<file path="src/rv_defs.svh">
`ifndef RV_DEFS_SVH
`define RV_DEFS_SVH

// data, instruction and address widths of the core.
`define XLEN 32
`define ILEN 32
`define ALEN 32

// the first instruction is fetched from this address.
`define PC_RESET 32'h0000_0000

`endif

</file>
<file path="src/rv_pkg.sv">
package rv_pkg;

    // register view of the instruction word.
    typedef struct packed {
        logic [6:0] funct7;
        logic [4:0] rs2;
        logic [4:0] rs1;
        logic [2:0] funct3;
        logic [4:0] rd;
        logic [6:0] opcode;
    } r_type_t;

    // immediate view, the same bits with funct7 and rs2 merged into imm12.
    typedef struct packed {
        logic [11:0] imm12;
        logic [4:0]  rs1;
        logic [2:0]  funct3;
        logic [4:0]  rd;
        logic [6:0]  opcode;
    } i_type_t;

    typedef union packed {
        r_type_t r;
        i_type_t i;
    } instr_u;

    typedef enum logic [3:0] {
        alu_add,
        alu_sub,
        alu_and,
        alu_or,
        alu_xor,
        alu_slt,
        alu_pass_b,
        alu_br_eq,
        alu_br_ne,
        alu_jal
    } alu_op_e;

    typedef enum logic [1:0] {
        trap_none,
        trap_illegal_instr
    } trap_cause_e;

endpackage

</file>
<file path="src/stage_if.sv">
`timescale 1ns/1ps
`include "rv_defs.svh"

// out_stalled means the producer has nothing valid to offer.
// in_stalled means the consumer cannot take it this cycle.
interface decode_exec_if;
    import rv_pkg::*;

    logic             out_stalled;
    logic             in_stalled;
    alu_op_e          alu_op;
    logic [`XLEN-1:0] operand_a;
    logic [`XLEN-1:0] operand_b;
    logic [`XLEN-1:0] imm;
    logic [4:0]       rd;
    logic             reg_write;
    logic [`ALEN-1:0] pc;
    logic [`ALEN-1:0] next_pc;
    trap_cause_e      trap_cause;

    modport producer (output out_stalled, alu_op, operand_a, operand_b, imm, rd, reg_write,
                      pc, next_pc, trap_cause, input in_stalled);
    modport consumer (input out_stalled, alu_op, operand_a, operand_b, imm, rd, reg_write,
                      pc, next_pc, trap_cause, output in_stalled);
endinterface

interface exec_wb_if;
    import rv_pkg::*;

    logic             out_stalled;
    logic             in_stalled;
    logic [4:0]       rd;
    logic             reg_write;
    logic [`XLEN-1:0] result;
    logic [`ALEN-1:0] pc;
    trap_cause_e      trap_cause;

    modport producer (output out_stalled, rd, reg_write, result, pc, trap_cause,
                      input in_stalled);
    modport consumer (input out_stalled, rd, reg_write, result, pc, trap_cause,
                      output in_stalled);
endinterface

</file>
<file path="src/ifetch.sv">
`timescale 1ns/1ps
`include "rv_defs.svh"

module ifetch (
    input  logic             clk,
    input  logic             rst_n,
    input  logic             flush,
    input  logic [`ALEN-1:0] redirect_pc,
    output logic             imem_req,
    output logic [`ALEN-1:0] imem_addr,
    input  logic             imem_valid,
    input  logic [`ILEN-1:0] imem_rdata,
    output rv_pkg::instr_u   instr,
    output logic [`ALEN-1:0] instr_pc,
    output logic             out_stalled,
    input  logic             in_stalled
);
    logic [`ALEN-1:0] pc;
    logic             drop;
    logic             out_valid;
    logic             resp;
    logic             take;
    logic             issue;

    assign resp        = imem_req && imem_valid;
    assign take        = out_valid && !in_stalled;
    assign out_stalled = !out_valid;

    // a request goes out only when its answer is sure to find the output register empty.
    assign issue = !imem_req && !flush && (!out_valid || take);

    always_ff @(posedge clk or negedge rst_n) begin
        if (!rst_n) begin
            pc        <= `PC_RESET;
            imem_req  <= 1'b0;
            imem_addr <= `PC_RESET;
            drop      <= 1'b0;
            out_valid <= 1'b0;
        end else begin
            if (resp) begin
                imem_req <= 1'b0;
                drop     <= 1'b0;
            end else if (issue) begin
                imem_req  <= 1'b1;
                imem_addr <= pc;
            end
            if (flush) begin
                pc        <= redirect_pc;
                out_valid <= 1'b0;
                // the answer to the old address is still on its way and must be thrown away.
                if (imem_req && !imem_valid)
                    drop <= 1'b1;
            end else if (resp && !drop) begin
                pc        <= pc + 4;
                out_valid <= 1'b1;
            end else if (take) begin
                out_valid <= 1'b0;
            end
        end
    end

    always_ff @(posedge clk) begin
        if (resp && !drop && !flush) begin
            instr    <= imem_rdata;
            instr_pc <= imem_addr;
        end
    end

    a_addr_stable: assert property (@(posedge clk) disable iff (!rst_n)
        imem_req && !imem_valid |=> imem_req && $stable(imem_addr))
        else $error("imem_addr changed while a request was waiting");

endmodule

</file>
<file path="src/decode.sv">
`timescale 1ns/1ps
`include "rv_defs.svh"

module decode (
    input  logic             clk,
    input  logic             rst_n,
    input  logic             flush,
    input  rv_pkg::instr_u   instr,
    input  logic [`ALEN-1:0] instr_pc,
    input  logic             instr_out_stalled,
    output logic             instr_in_stalled,
    output logic [4:0]       rs1_sel,
    input  logic [`XLEN-1:0] rs1_data,
    output logic [4:0]       rs2_sel,
    input  logic [`XLEN-1:0] rs2_data,
    input  logic [4:0]       fwd_exec_rd,
    input  logic [`XLEN-1:0] fwd_exec_data,
    input  logic [4:0]       fwd_wb_rd,
    input  logic [`XLEN-1:0] fwd_wb_data,
    decode_exec_if.producer  dex
);
    import rv_pkg::*;

    localparam logic [6:0] OP_REG    = 7'b0110011;
    localparam logic [6:0] OP_IMM    = 7'b0010011;
    localparam logic [6:0] OP_LUI    = 7'b0110111;
    localparam logic [6:0] OP_JAL    = 7'b1101111;
    localparam logic [6:0] OP_BRANCH = 7'b1100011;

    logic [`ILEN-1:0] raw;
    alu_op_e          d_op;
    logic [`XLEN-1:0] d_imm;
    logic [4:0]       d_rs1;
    logic [4:0]       d_rs2;
    logic             d_use_imm;
    logic             d_we;
    trap_cause_e      d_trap;
    logic             valid_q;
    logic             use_imm_q;
    logic             accept;
    logic             take;

    // exec holds the youngest result, so it wins over writeback.
    function automatic logic [`XLEN-1:0] bypass(input logic [4:0] sel,
                                                input logic [`XLEN-1:0] rf_data);
        logic [`XLEN-1:0] value;
        value = rf_data;
        if (sel != 5'd0 && sel == fwd_wb_rd)
            value = fwd_wb_data;
        if (sel != 5'd0 && sel == fwd_exec_rd)
            value = fwd_exec_data;
        return value;
    endfunction

    assign raw              = instr;
    assign take             = valid_q && !dex.in_stalled;
    assign instr_in_stalled = valid_q && dex.in_stalled;
    assign accept           = !instr_out_stalled && !instr_in_stalled && !flush;
    assign dex.out_stalled  = !valid_q;
    assign dex.next_pc      = dex.pc + 4;

    always_comb begin
        d_op      = alu_add;
        d_imm     = '0;
        d_rs1     = instr.r.rs1;
        d_rs2     = instr.r.rs2;
        d_use_imm = 1'b0;
        d_we      = 1'b1;
        d_trap    = trap_none;
        case (instr.r.opcode)
            OP_REG: begin
                case ({instr.r.funct7, instr.r.funct3})
                    10'b0000000_000: d_op = alu_add;
                    10'b0100000_000: d_op = alu_sub;
                    10'b0000000_111: d_op = alu_and;
                    10'b0000000_110: d_op = alu_or;
                    10'b0000000_100: d_op = alu_xor;
                    10'b0000000_010: d_op = alu_slt;
                    default:         d_trap = trap_illegal_instr;
                endcase
            end
            OP_IMM: begin
                // ADDI is the only member of the immediate group.
                d_rs1     = instr.i.rs1;
                d_imm     = {{(`XLEN-12){instr.i.imm12[11]}}, instr.i.imm12};
                d_use_imm = 1'b1;
                if (instr.i.funct3 != 3'b000)
                    d_trap = trap_illegal_instr;
            end
            OP_LUI: begin
                // rs1 is forced to x0 so that operand a reads as zero.
                d_op      = alu_pass_b;
                d_rs1     = 5'd0;
                d_imm     = {raw[31:12], 12'b0};
                d_use_imm = 1'b1;
            end
            OP_JAL: begin
                d_op  = alu_jal;
                d_imm = {{12{raw[31]}}, raw[19:12], raw[20], raw[30:21], 1'b0};
            end
            OP_BRANCH: begin
                d_we  = 1'b0;
                d_imm = {{20{raw[31]}}, raw[7], raw[30:25], raw[11:8], 1'b0};
                case (instr.r.funct3)
                    3'b000:  d_op = alu_br_eq;
                    3'b001:  d_op = alu_br_ne;
                    default: d_trap = trap_illegal_instr;
                endcase
            end
            default: d_trap = trap_illegal_instr;
        endcase
        if (d_trap != trap_none)
            d_we = 1'b0;
    end

    always_ff @(posedge clk or negedge rst_n) begin
        if (!rst_n)
            valid_q <= 1'b0;
        else if (flush)
            valid_q <= 1'b0;
        else if (accept)
            valid_q <= 1'b1;
        else if (take)
            valid_q <= 1'b0;
    end

    always_ff @(posedge clk) begin
        if (accept) begin
            dex.alu_op     <= d_op;
            dex.imm        <= d_imm;
            dex.rd         <= d_we ? instr.r.rd : 5'd0;
            dex.reg_write  <= d_we;
            dex.pc         <= instr_pc;
            dex.trap_cause <= d_trap;
            rs1_sel        <= d_rs1;
            rs2_sel        <= d_rs2;
            use_imm_q      <= d_use_imm;
        end
    end

    // operands are resolved while the instruction waits for exec, so no hazard stalls it.
    always_comb begin
        dex.operand_a = bypass(rs1_sel, rs1_data);
        dex.operand_b = use_imm_q ? dex.imm : bypass(rs2_sel, rs2_data);
    end

endmodule

</file>
<file path="src/exec.sv">
`timescale 1ns/1ps
`include "rv_defs.svh"

module exec (
    input  logic             clk,
    input  logic             rst_n,
    decode_exec_if.consumer  dex,
    exec_wb_if.producer      ewb,
    output logic             flush,
    output logic [`ALEN-1:0] redirect_pc,
    output logic [4:0]       fwd_rd,
    output logic [`XLEN-1:0] fwd_data
);
    import rv_pkg::*;

    logic             valid_q;
    logic             accept;
    logic             take;
    logic             taken;
    logic [`XLEN-1:0] alu_result;

    assign take           = valid_q && !ewb.in_stalled;
    assign dex.in_stalled = valid_q && ewb.in_stalled;
    assign accept         = !dex.out_stalled && !dex.in_stalled;
    assign ewb.out_stalled = !valid_q;

    always_comb begin
        alu_result = '0;
        taken      = 1'b0;
        case (dex.alu_op)
            alu_add:    alu_result = dex.operand_a + dex.operand_b;
            alu_sub:    alu_result = dex.operand_a - dex.operand_b;
            alu_and:    alu_result = dex.operand_a & dex.operand_b;
            alu_or:     alu_result = dex.operand_a | dex.operand_b;
            alu_xor:    alu_result = dex.operand_a ^ dex.operand_b;
            alu_slt:    alu_result = {{(`XLEN-1){1'b0}},
                                      $signed(dex.operand_a) < $signed(dex.operand_b)};
            alu_pass_b: alu_result = dex.operand_b;
            alu_br_eq:  taken = dex.operand_a == dex.operand_b;
            alu_br_ne:  taken = dex.operand_a != dex.operand_b;
            alu_jal: begin
                // the link value is the address after the jump.
                alu_result = dex.next_pc;
                taken      = 1'b1;
            end
            default: ;
        endcase
    end

    // the redirect is raised in the same cycle that the branch is accepted.
    assign flush       = accept && taken && dex.trap_cause == trap_none;
    assign redirect_pc = dex.pc + dex.imm;

    always_ff @(posedge clk or negedge rst_n) begin
        if (!rst_n)
            valid_q <= 1'b0;
        else if (accept)
            valid_q <= 1'b1;
        else if (take)
            valid_q <= 1'b0;
    end

    always_ff @(posedge clk) begin
        if (accept) begin
            ewb.rd         <= dex.rd;
            ewb.reg_write  <= dex.reg_write;
            ewb.result     <= alu_result;
            ewb.pc         <= dex.pc;
            ewb.trap_cause <= dex.trap_cause;
        end
    end

    assign fwd_rd   = (valid_q && ewb.reg_write) ? ewb.rd : 5'd0;
    assign fwd_data = ewb.result;

    // the redirecting instruction is legal, and decode has dropped the wrong-path entry.
    a_flush_clean: assert property (@(posedge clk) disable iff (!rst_n)
        flush |=> !ewb.out_stalled && ewb.trap_cause == trap_none && dex.out_stalled)
        else $error("flush came with a trap or left a wrong-path entry in decode");

endmodule

</file>
<file path="src/writeback.sv">
`timescale 1ns/1ps
`include "rv_defs.svh"

module writeback (
    input  logic                clk,
    input  logic                rst_n,
    exec_wb_if.consumer         ewb,
    output logic                rf_we,
    output logic [4:0]          rf_waddr,
    output logic [`XLEN-1:0]    rf_wdata,
    output logic                retire_valid,
    output logic [`ALEN-1:0]    retire_pc,
    output logic [4:0]          retire_rd,
    output logic [`XLEN-1:0]    retire_data,
    output logic                halted,
    output rv_pkg::trap_cause_e trap_cause
);
    import rv_pkg::*;

    logic accept;
    logic reg_write_q;

    // a trap in the retire slot blocks the next instruction before halted is even set.
    assign ewb.in_stalled = halted || (retire_valid && trap_cause != trap_none);
    assign accept         = !ewb.out_stalled && !ewb.in_stalled;

    always_ff @(posedge clk or negedge rst_n) begin
        if (!rst_n) begin
            retire_valid <= 1'b0;
            halted       <= 1'b0;
            trap_cause   <= trap_none;
        end else begin
            retire_valid <= accept;
            if (accept)
                trap_cause <= ewb.trap_cause;
            if (retire_valid && trap_cause != trap_none)
                halted <= 1'b1;
        end
    end

    always_ff @(posedge clk) begin
        if (accept) begin
            retire_pc   <= ewb.pc;
            retire_rd   <= ewb.rd;
            retire_data <= ewb.result;
            reg_write_q <= ewb.reg_write;
        end
    end

    // the write address reads as x0 when nothing is written, which keeps forwarding quiet.
    assign rf_we    = retire_valid && reg_write_q;
    assign rf_waddr = rf_we ? retire_rd : 5'd0;
    assign rf_wdata = retire_data;

endmodule

</file>
<file path="src/int_regfile.sv">
`timescale 1ns/1ps
`include "rv_defs.svh"

module int_regfile (
    input  logic             clk,
    input  logic             rst_n,
    input  logic             we,
    input  logic [4:0]       waddr,
    input  logic [`XLEN-1:0] wdata,
    input  logic [4:0]       rs1_sel,
    output logic [`XLEN-1:0] rs1_data,
    input  logic [4:0]       rs2_sel,
    output logic [`XLEN-1:0] rs2_data,
    input  logic [4:0]       dbg_sel,
    output logic [`XLEN-1:0] dbg_data
);
    // x0 has no storage.
    logic [`XLEN-1:0] regs [1:31];

    always_ff @(posedge clk or negedge rst_n) begin
        if (!rst_n) begin
            for (int i = 1; i < 32; i++)
                regs[i] <= '0;
        end else if (we && waddr != 5'd0) begin
            regs[waddr] <= wdata;
        end
    end

    assign rs1_data = (rs1_sel == 5'd0) ? '0 : regs[rs1_sel];
    assign rs2_data = (rs2_sel == 5'd0) ? '0 : regs[rs2_sel];
    assign dbg_data = (dbg_sel == 5'd0) ? '0 : regs[dbg_sel];

endmodule

</file>
<file path="src/core.sv">
`timescale 1ns/1ps
`include "rv_defs.svh"

module core (
    input  logic                clk,
    input  logic                rst_n,
    output logic                imem_req,
    output logic [`ALEN-1:0]    imem_addr,
    input  logic                imem_valid,
    input  logic [`ILEN-1:0]    imem_rdata,
    output logic                retire_valid,
    output logic [`ALEN-1:0]    retire_pc,
    output logic [4:0]          retire_rd,
    output logic [`XLEN-1:0]    retire_data,
    output logic                halted,
    output rv_pkg::trap_cause_e trap_cause,
    input  logic [4:0]          reg_read_sel,
    output logic [`XLEN-1:0]    reg_read_data
);
    import rv_pkg::*;

    instr_u           fetch_instr;
    logic [`ALEN-1:0] fetch_pc;
    logic             fetch_out_stalled;
    logic             decode_in_stalled;
    logic             flush;
    logic [`ALEN-1:0] redirect_pc;
    logic [4:0]       rs1_sel;
    logic [`XLEN-1:0] rs1_data;
    logic [4:0]       rs2_sel;
    logic [`XLEN-1:0] rs2_data;
    logic [4:0]       exec_fwd_rd;
    logic [`XLEN-1:0] exec_fwd_data;
    logic             rf_we;
    logic [4:0]       rf_waddr;
    logic [`XLEN-1:0] rf_wdata;

    decode_exec_if dex ();
    exec_wb_if     ewb ();

    ifetch u_ifetch (
        .clk, .rst_n, .flush, .redirect_pc,
        .imem_req, .imem_addr, .imem_valid, .imem_rdata,
        .instr       (fetch_instr),
        .instr_pc    (fetch_pc),
        .out_stalled (fetch_out_stalled),
        .in_stalled  (decode_in_stalled)
    );

    decode u_decode (
        .clk, .rst_n, .flush,
        .instr             (fetch_instr),
        .instr_pc          (fetch_pc),
        .instr_out_stalled (fetch_out_stalled),
        .instr_in_stalled  (decode_in_stalled),
        .rs1_sel, .rs1_data, .rs2_sel, .rs2_data,
        .fwd_exec_rd       (exec_fwd_rd),
        .fwd_exec_data     (exec_fwd_data),
        .fwd_wb_rd         (rf_waddr),
        .fwd_wb_data       (rf_wdata),
        .dex               (dex.producer)
    );

    exec u_exec (
        .clk, .rst_n,
        .dex         (dex.consumer),
        .ewb         (ewb.producer),
        .flush, .redirect_pc,
        .fwd_rd      (exec_fwd_rd),
        .fwd_data    (exec_fwd_data)
    );

    writeback u_writeback (
        .clk, .rst_n,
        .ewb (ewb.consumer),
        .rf_we, .rf_waddr, .rf_wdata,
        .retire_valid, .retire_pc, .retire_rd, .retire_data,
        .halted, .trap_cause
    );

    int_regfile u_regfile (
        .clk, .rst_n,
        .we       (rf_we),
        .waddr    (rf_waddr),
        .wdata    (rf_wdata),
        .rs1_sel, .rs1_data, .rs2_sel, .rs2_data,
        .dbg_sel  (reg_read_sel),
        .dbg_data (reg_read_data)
    );

endmodule

</file>
<file path="config.mk">
export PLATFORM = sky130hd
export DESIGN_NAME = core
export DESIGN_NICKNAME = d
export VERILOG_FILES = /design/src/rv_pkg.sv /design/src/stage_if.sv /design/src/ifetch.sv /design/src/decode.sv /design/src/exec.sv /design/src/writeback.sv /design/src/int_regfile.sv /design/src/core.sv
export VERILOG_INCLUDE_DIRS = /design/src /design/src/src
export SDC_FILE = /design/constraint.sdc
export NUM_CORES = 2
export LEC_CHECK = 0
export BUFFER_PORTS_ARGS = -buffer_cell sky130_fd_sc_hd__buf_2
export CORE_MARGIN = 5
export CORE_UTILIZATION = 58
export DETAILED_ROUTE_END_ITERATION = 8
export PLACE_DENSITY = 0.75
export SLEW_MARGIN = 10
export SYNTH_ARGS = -nofsm -noshare
export SYNTH_HDL_FRONTEND = slang
export SYNTH_SLANG_ARGS = --single-unit
</file>
<file path="constraint.sdc">
create_clock -name clk -period 11.4 [get_ports clk]
set_input_delay 1.14 -clock clk [delete_from_list [all_inputs] [get_ports clk]]
set_output_delay 1.14 -clock clk [all_outputs]
set_load 0.01 [all_outputs]
</file>
# --- Word level (Yosys, flattened, before mapping) ---
# Cells that the tools add are included.
totals:
  input_bits: 40
  word_cells: 212
  ff_bits: 1358
  output_inout_bits: 138
op_classes:
  n_eq_ne: 26
  n_mux: 50
  add_sub_neg: 5
  bitwise_logic: 8
  magnitude_cmp: 6
  n_reduce_logical: 56
ops:
  columns: ["operator", "count"]
  rows:
  - ["bitwise mux 992 bit", 1]
  - ["2-to-1 mux 32 bit", 17]
  - ["binary-select mux 32 bit (select 5 bit)", 3]
  - ["case mux 32 bit (8 select lines)", 1]
  - ["demux 32 bit (select 5 bit)", 1]
  - ["case mux 32 bit (4 select lines)", 1]
  - ["adder 32 x 3 -> 32 bit (second input constant)", 2]
  - ["adder 32 bit", 2]
  - ["AND 32 bit", 1]
  - ["== test 32 bit", 1]
  - ["< comparator 32 bit", 1]
  - ["!= test 32 bit", 1]
  - ["bitwise OR 32 bit", 1]
  - ["subtractor 32 bit", 1]
  - ["XOR 32 bit", 1]
  - ["== test 10 x 3 -> 1 bit (second input constant)", 3]
  - [">= comparator 6 bit (second input constant)", 4]
  - ["inverter 5 -> 6 bit", 4]
  - ["logical AND 1 bit", 23]
  - ["== test 5 bit", 4]
  - ["2-to-1 mux 1 bit", 19]
  - ["== test 4 x 3 -> 1 bit (second input constant)", 4]
  - ["case mux 4 bit (4 select lines)", 1]
  - ["logical NOT 5 bit", 3]
  - ["28 further kinds", 51]

# --- Logic depth before layout (Yosys ltp) ---
logic_depth:
  word_depth: 17
  depth_mapped: 31
  depth_no_buf: 25

# --- Modules after synthesis ---
# A second synthesis with hierarchy kept.
unflattened:
  cells_unflattened: 7199
  area_unflattened_um2: 84959.0
by_module_without_submodules:
  columns: ["mod", "n_inst", "seq_area_each_um2", "cells_each", "area_each_um2"]
  rows:
  - ["int_regfile", 1, 24823.8, 4956, 61774.2]
  - ["exec", 1, 2187.1, 1150, 9494.1]
  - ["decode", 1, 2607.5, 611, 5993.2]
  - ["ifetch", 1, 3598.5, 360, 5148.7]
  - ["writeback", 1, 2202.1, 122, 2548.7]

# --- Worst setup path after synthesis ---
# OpenSTA, ideal clock, no wires.
synth_timing:
  path_type: "reg2reg"
  startpoint: "register u_decode.rs1_sel[0]"
  endpoint: "register u_decode.dex.alu_op[0] (enable)"
  path_buffers: 7
  arrival_ns: 11.584
  stages_incl_launch_ff: 22
  setup_slack_ns: -0.839
  required_time_ns: 10.746
  setup_time_ns: 0.654
  period_less_slack_ns: 12.239
  cell_sequence: "edfxtp_1 > buf_2 > buf_2 > clkbuf_1 > buf_1 > mux4_2 > mux4_2 > o22ai_1 > o21ai_0 > mux2i_1 > inv_1 > ha_1 > clkbuf_1 > nor4_1 > and4_1 > nand2_1 > nor4_1 > o2111ai_1 > o211a_1 > clkbuf_1 > clkbuf_1 > nor3b_1"
synth_via:
  elab_chain_cells: 13
  word_cells_on_any_way: 20
  classes_between: "4 x eq/ne; 7 x mux; 1 x bitwise; 8 x reduce/logical"
synth_lines:
  columns: ["item", "line", "rtl"]
  rows:
  - ["start: declaration", "decode.sv:12", "output logic [4:0] rs1_sel,"]
  - ["start signal: assignment", "decode.sv:135", "rs1_sel <= d_rs1;"]
  - ["inverter 5 -> 6 bit (implied by the code)", "int_regfile.sv:29", "assign rs1_data = (rs1_sel == 5'd0) ? '0 : regs[rs1_sel];"]
  - ["binary-select mux 32 bit (select 5 bit)", "int_regfile.sv:29", null]
  - ["2-to-1 mux 32 bit (implied by the code) (2 in series)", "int_regfile.sv:29", null]
  - ["2-to-1 mux 32 bit", "int_regfile.sv:29", null]
  - ["2-to-1 mux 32 bit", "decode.sv:48", "if (sel != 5'd0 && sel == fwd_wb_rd)"]
  - ["2-to-1 mux 32 bit *", "decode.sv:50", "if (sel != 5'd0 && sel == fwd_exec_rd)"]
  - ["!= test 32 bit / == test 32 bit (equally long branches)", "exec.sv:40, exec.sv:39", null]
  - ["case mux 1 bit (3 select lines) *", "exec.sv:30", "case (dex.alu_op)"]
  - ["logical AND 1 bit * (2 in series)", "exec.sv:51", "assign flush = accept && taken && dex.trap_cause == trap_none;"]
  - ["logical NOT 1 bit *", "decode.sv:58", "assign accept = !instr_out_stalled && !instr_in_stalled && !flush;"]
  - ["logical AND 1 bit *", "decode.sv:58", null]
  - ["via u_decode.accept", "decode.sv:40", "logic accept;"]
  - ["end signal: assignment", "decode.sv:129", "dex.alu_op <= d_op;"]
  - ["end: declaration", "stage_if.sv:21", "modport producer (output out_stalled, alu_op, operand_a, operand_b, imm, rd, reg_write,"]
# Mark *: on every way through the listed nets, which the timed path passes. The rest lies on a longest branch. The select of a mux whose other input is x is not followed.
# A chain may end at the register's enable or synchronous reset.

# --- Worst setup path after layout ---
layout_timing:
  startpoint: "register u_decode.rs2_sel[0]"
  endpoint: "register u_ifetch.instr_pc[25] (enable)"
layout_via:
  elab_chain_cells: 14
  word_cells_on_any_way: 21
  classes_between: "4 x eq/ne; 8 x mux; 1 x bitwise; 8 x reduce/logical"
layout_lines:
  columns: ["item", "line", "rtl"]
  rows:
  - ["start: declaration", "decode.sv:14", "output logic [4:0] rs2_sel,"]
  - ["start signal: assignment", "decode.sv:136", "rs2_sel <= d_rs2;"]
  - ["inverter 5 -> 6 bit (implied by the code)", "int_regfile.sv:30", "assign rs2_data = (rs2_sel == 5'd0) ? '0 : regs[rs2_sel];"]
  - ["binary-select mux 32 bit (select 5 bit)", "int_regfile.sv:30", null]
  - ["2-to-1 mux 32 bit (implied by the code) (2 in series)", "int_regfile.sv:30", null]
  - ["2-to-1 mux 32 bit", "int_regfile.sv:30", null]
  - ["2-to-1 mux 32 bit", "decode.sv:48", null]
  - ["2-to-1 mux 32 bit *", "decode.sv:50", null]
  - ["2-to-1 mux 32 bit *", "decode.sv:144", "dex.operand_b = use_imm_q ? dex.imm : bypass(rs2_sel, rs2_data);"]
  - ["!= test 32 bit / == test 32 bit (equally long branches)", "exec.sv:40, exec.sv:39", null]
  - ["case mux 1 bit (3 select lines) *", "exec.sv:30", null]
  - ["logical AND 1 bit * (2 in series)", "exec.sv:51", null]
  - ["logical NOT 1 bit *", "ifetch.sv:63", "if (resp && !drop && !flush) begin"]
  - ["logical AND 1 bit *", "ifetch.sv:63", null]
  - ["end signal: assignment", "ifetch.sv:65", "instr_pc <= imem_addr;"]
  - ["end: declaration", "ifetch.sv:14", "output logic [`ALEN-1:0] instr_pc,"]
# Mark *: on every way between the ends. The rest lies on a longest branch, timed or not. The select of a mux whose other input is x is not followed.

==> qor.yml <==
run_status:
  outcome: "finished clean"
worst_setup_path:
  critPathMaxStageDelay_ns: 0.71
  cpMostUsedCell: "buf_4"
  critPathSlowestCell: "nor2_4"
  crit_family: "buffers and inverters"
  crit_fanout: 66
  path_cells: "buf_4 > buf_4 > buf_4 > mux4_2 > mux4_2 > mux2i_1 > o21ai_0 > a22oi_1 > nor2_1 > a21oi_1 > inv_1 > ha_1 > nor3_1 > nand4_1 > nor2_1 > o2111ai_1 > o211a_2 > buf_4 > nor2_4 > buf_4"
  startpoint_type: "flip-flop"
  path_buf_inv: 6
  crit_type: "reg -> reg"
  cp.arrival_ns: 8.60
  critPathCaptureType: "flip-flop"
  cp_data_required_time_ns: 11.85
global_routing:
  grt_overflow: 0
  grt_pass1_vias: 57800
  grt_max_degree: 160
  grt_pass1_wl_mm: 391
  track_usage: 0.356
  antenna_found_initial: 16
sta:
  max_freq_mhz: 123
  hold_violations: 0
  worst_slew_pin_slew_ns: 1.28
  setup_violations: 0
  rsz0062_at_grt: "no"
  maxSlewViolCount: 0
  period_minus_slack_ns: 8.15
  post-route-period-util: 0.715
  holdWs_ns: 0.411
  finalSetupTns_ns: 0
  relSlewSlack: 0.143
  finClkSkew_ns: 0.0367
routing:
  drtIter0Drc: 7469
  dr_total_vias: 57400
  antenna_left: 0
  dr.pass1.iters: 6
  vias_per_cell: 7.34
  avgRoutedWirePerCell_um: 33.6
  drc_errors: 0
  routed_wl_mm: 263
place:
  portBuffers: 176
  dpl.hpwl_mm: 158
  gp_congestion: 0.982
synthesis:
  synth_warnings: 0
  synth_flop_cell: "dfrtp_1"
  synth.most_common_cell: "mux2_2"
  synth_area_per_cell_um2: 13.9
  synth-edff-count: 291
  synth_seq_cells: 1355
  syn-cell-area_um2: 81800
  synthTopCellsByCount: "1,163 x mux2_2, 1,064 x dfrtp_1, 808 x mux4_2, 378 x clkbuf_1, 291 x edfxtp_1"
  netlist.area_leader.share: 0.325
  synth.area.top_cells: "dfrtp_1 33%, mux4_2 22%, mux2_2 16%"
  syn_inst: 5893
  synth_fp_nets: 6063
  synth_cell_types: 82
  synthArstFlopShare: 0.785
  yosysSeqAreaShare: 0.432
  synth_area_leader_cell: "dfrtp_1"
clocking:
  clk_pin_slew_ns: 0.06
  insertion_delay_ns: 0.81
  cts_root_buffer: "clkbuf_16"
  cts.sinks: 1355
  cts_hold_buf: 0
  cts_tree: "yes"
  cts_made_buffers: 148
  cts-resized-gates: 0
  cts_max_path_buffers: 3
  postCtsSetupBuffers: 0
  htreeDepth: 4
floorplan:
  die_area_um2: 149000
  fp.dieW_um: 386
  start_util: 0.585
  core_region_area_um2: 140000
  boundaryPins: 178
  fp.dieH_um: 386
  rows: 137
layout:
  multi_input_area_um2: 44200
  seqCellArea_um2: 35400
  area_growth_pct: 9.37
  drive_above_1_share: 0.437
  nFillCells: 10200
  finalNetCount: 5984
  utilization: 0.640
pwr:
  power_mw: 10.6
  power_leakage_nw: 38.4
  pwr_density_cell_nw_per_um2: 118
  peakVddDrop_v: 0.000168
run:
  maxCapViolations: 0
worst_hold_path:
  worstHoldPathType: "reg -> reg"
[layout make-up]
class / instances / share of cell area
tap: 1876 / 0.0262
timing repair buffer: 324 / 0.0252
inverter: 115 / 0.00489
sequential: 1355 / 0.395
antenna: 5 / 0.000140
clock inverter: 59 / 0.00784
multi-input combinational: 3870 / 0.493
clock buffer: 212 / 0.0472
[report_power, final]
part	switching, mW	internal (mW)
clock network	2.07	2.83
logic	0.374	0.200
registers	0.0781	5.05
[registers in the layout, summed over array words and instances (netlist names), 32 cells and up, named ones only]
register                 flops
u_regfile.regs             992
u_decode.dex.imm            32
u_decode.dex.pc             32
u_exec.ewb.pc               32
u_exec.ewb.result           32
u_ifetch.imem_addr          32
u_ifetch.instr              32
u_ifetch.instr_pc           32
u_ifetch.pc                 32
u_writeback.retire_data     32
u_writeback.retire_pc       32
[stage by stage]
step           area (um^2)  worst slack [ns]  std cells
2_1_floorplan        81800              2.23       5893
3_3_place_gp         84500              3.55       7539
3_5_place_dp         84500              3.44       7539
4_1_cts              89500              3.41       7810
5_1_grt              89500              2.85       7811
6_report             89500              3.25       7816
[worst reg2reg max path, delay by kind of cell (launching register included)]
| kind | cells | cell delay (ns) |
|---|---|---|
| muxes | 3 | 1.43 |
| DFF | 1 | 0.34 |
| AOI/OAI and AO/OA | 5 | 1.48 |
| and+or+nand+nor | 5 | 1.66 |
| adders and majority gates | 1 | 0.44 |
| buffers and inverters | 6 | 2.42 |
[layer usage]
metal	up-vias	track usage	wire length [um]
met2	3726	0.536	119000
met5	-	0	49
met4	10	0.188	16300
li1	22900	-	-
met3	850	0.106	29900
met1	29800	0.473	97300
[logic make-up after synthesis]
| logic type | count (synthesis) | share of synthesized area |
|---|---|---|
| compound gates | 822 | 0.0682 |
| xor+xnor | 97 | 0.0104 |
| fa+ha+maj | 130 | 0.0202 |
| buf+inv | 668 | 0.0315 |
| flops | 1355 | 0.432 |
| mux | 2077 | 0.396 |
| other cells | 1 | 0.0000458 |
| simple gates | 743 | 0.0419 |
[worst paths after layout]
kind / startpoint / slack, ns / to / cells past startpoint
worst max-delay path: u_decode.rs2_sel[0] / 3.25 / u_ifetch.instr_pc[25] / 20
worst max register to register: u_decode.rs2_sel[0] / 3.25 / u_ifetch.instr_pc[25] / 20
worst min register to register: u_ifetch.instr_pc[14] / 0.41 / u_decode.dex.pc[14] / 0
worst min-delay path: u_ifetch.instr_pc[14] / 0.41 / u_decode.dex.pc[14] / 0
max in group asynchronous: rst_n / 8.45 / u_regfile.regs[345] / 3
min in group asynchronous: rst_n / 0.48 / u_regfile.regs[233] / 1
[cell usage in the layout (no fill, tap or decap), types with 33 or more instances in the layout]
master     count
a21o_1        44
a21oi_1      167
a221oi_1      61
a22o_1        91
buf_2        171
buf_4        131
clkbuf_1      38
clkbuf_16    150
dfrtp_1     1064
edfxtp_1     291
ha_1         127
inv_1        111
mux2_2      1163
mux2i_1      103
mux4_2       808
nand2_1      223
nand3_1       52
nor2_1       217
nor3_1        41
o21ai_0      189
o221ai_1      33
o22ai_1       36
xnor2_1       61
xor2_1        36
Power figures use the tool's default switching activity.
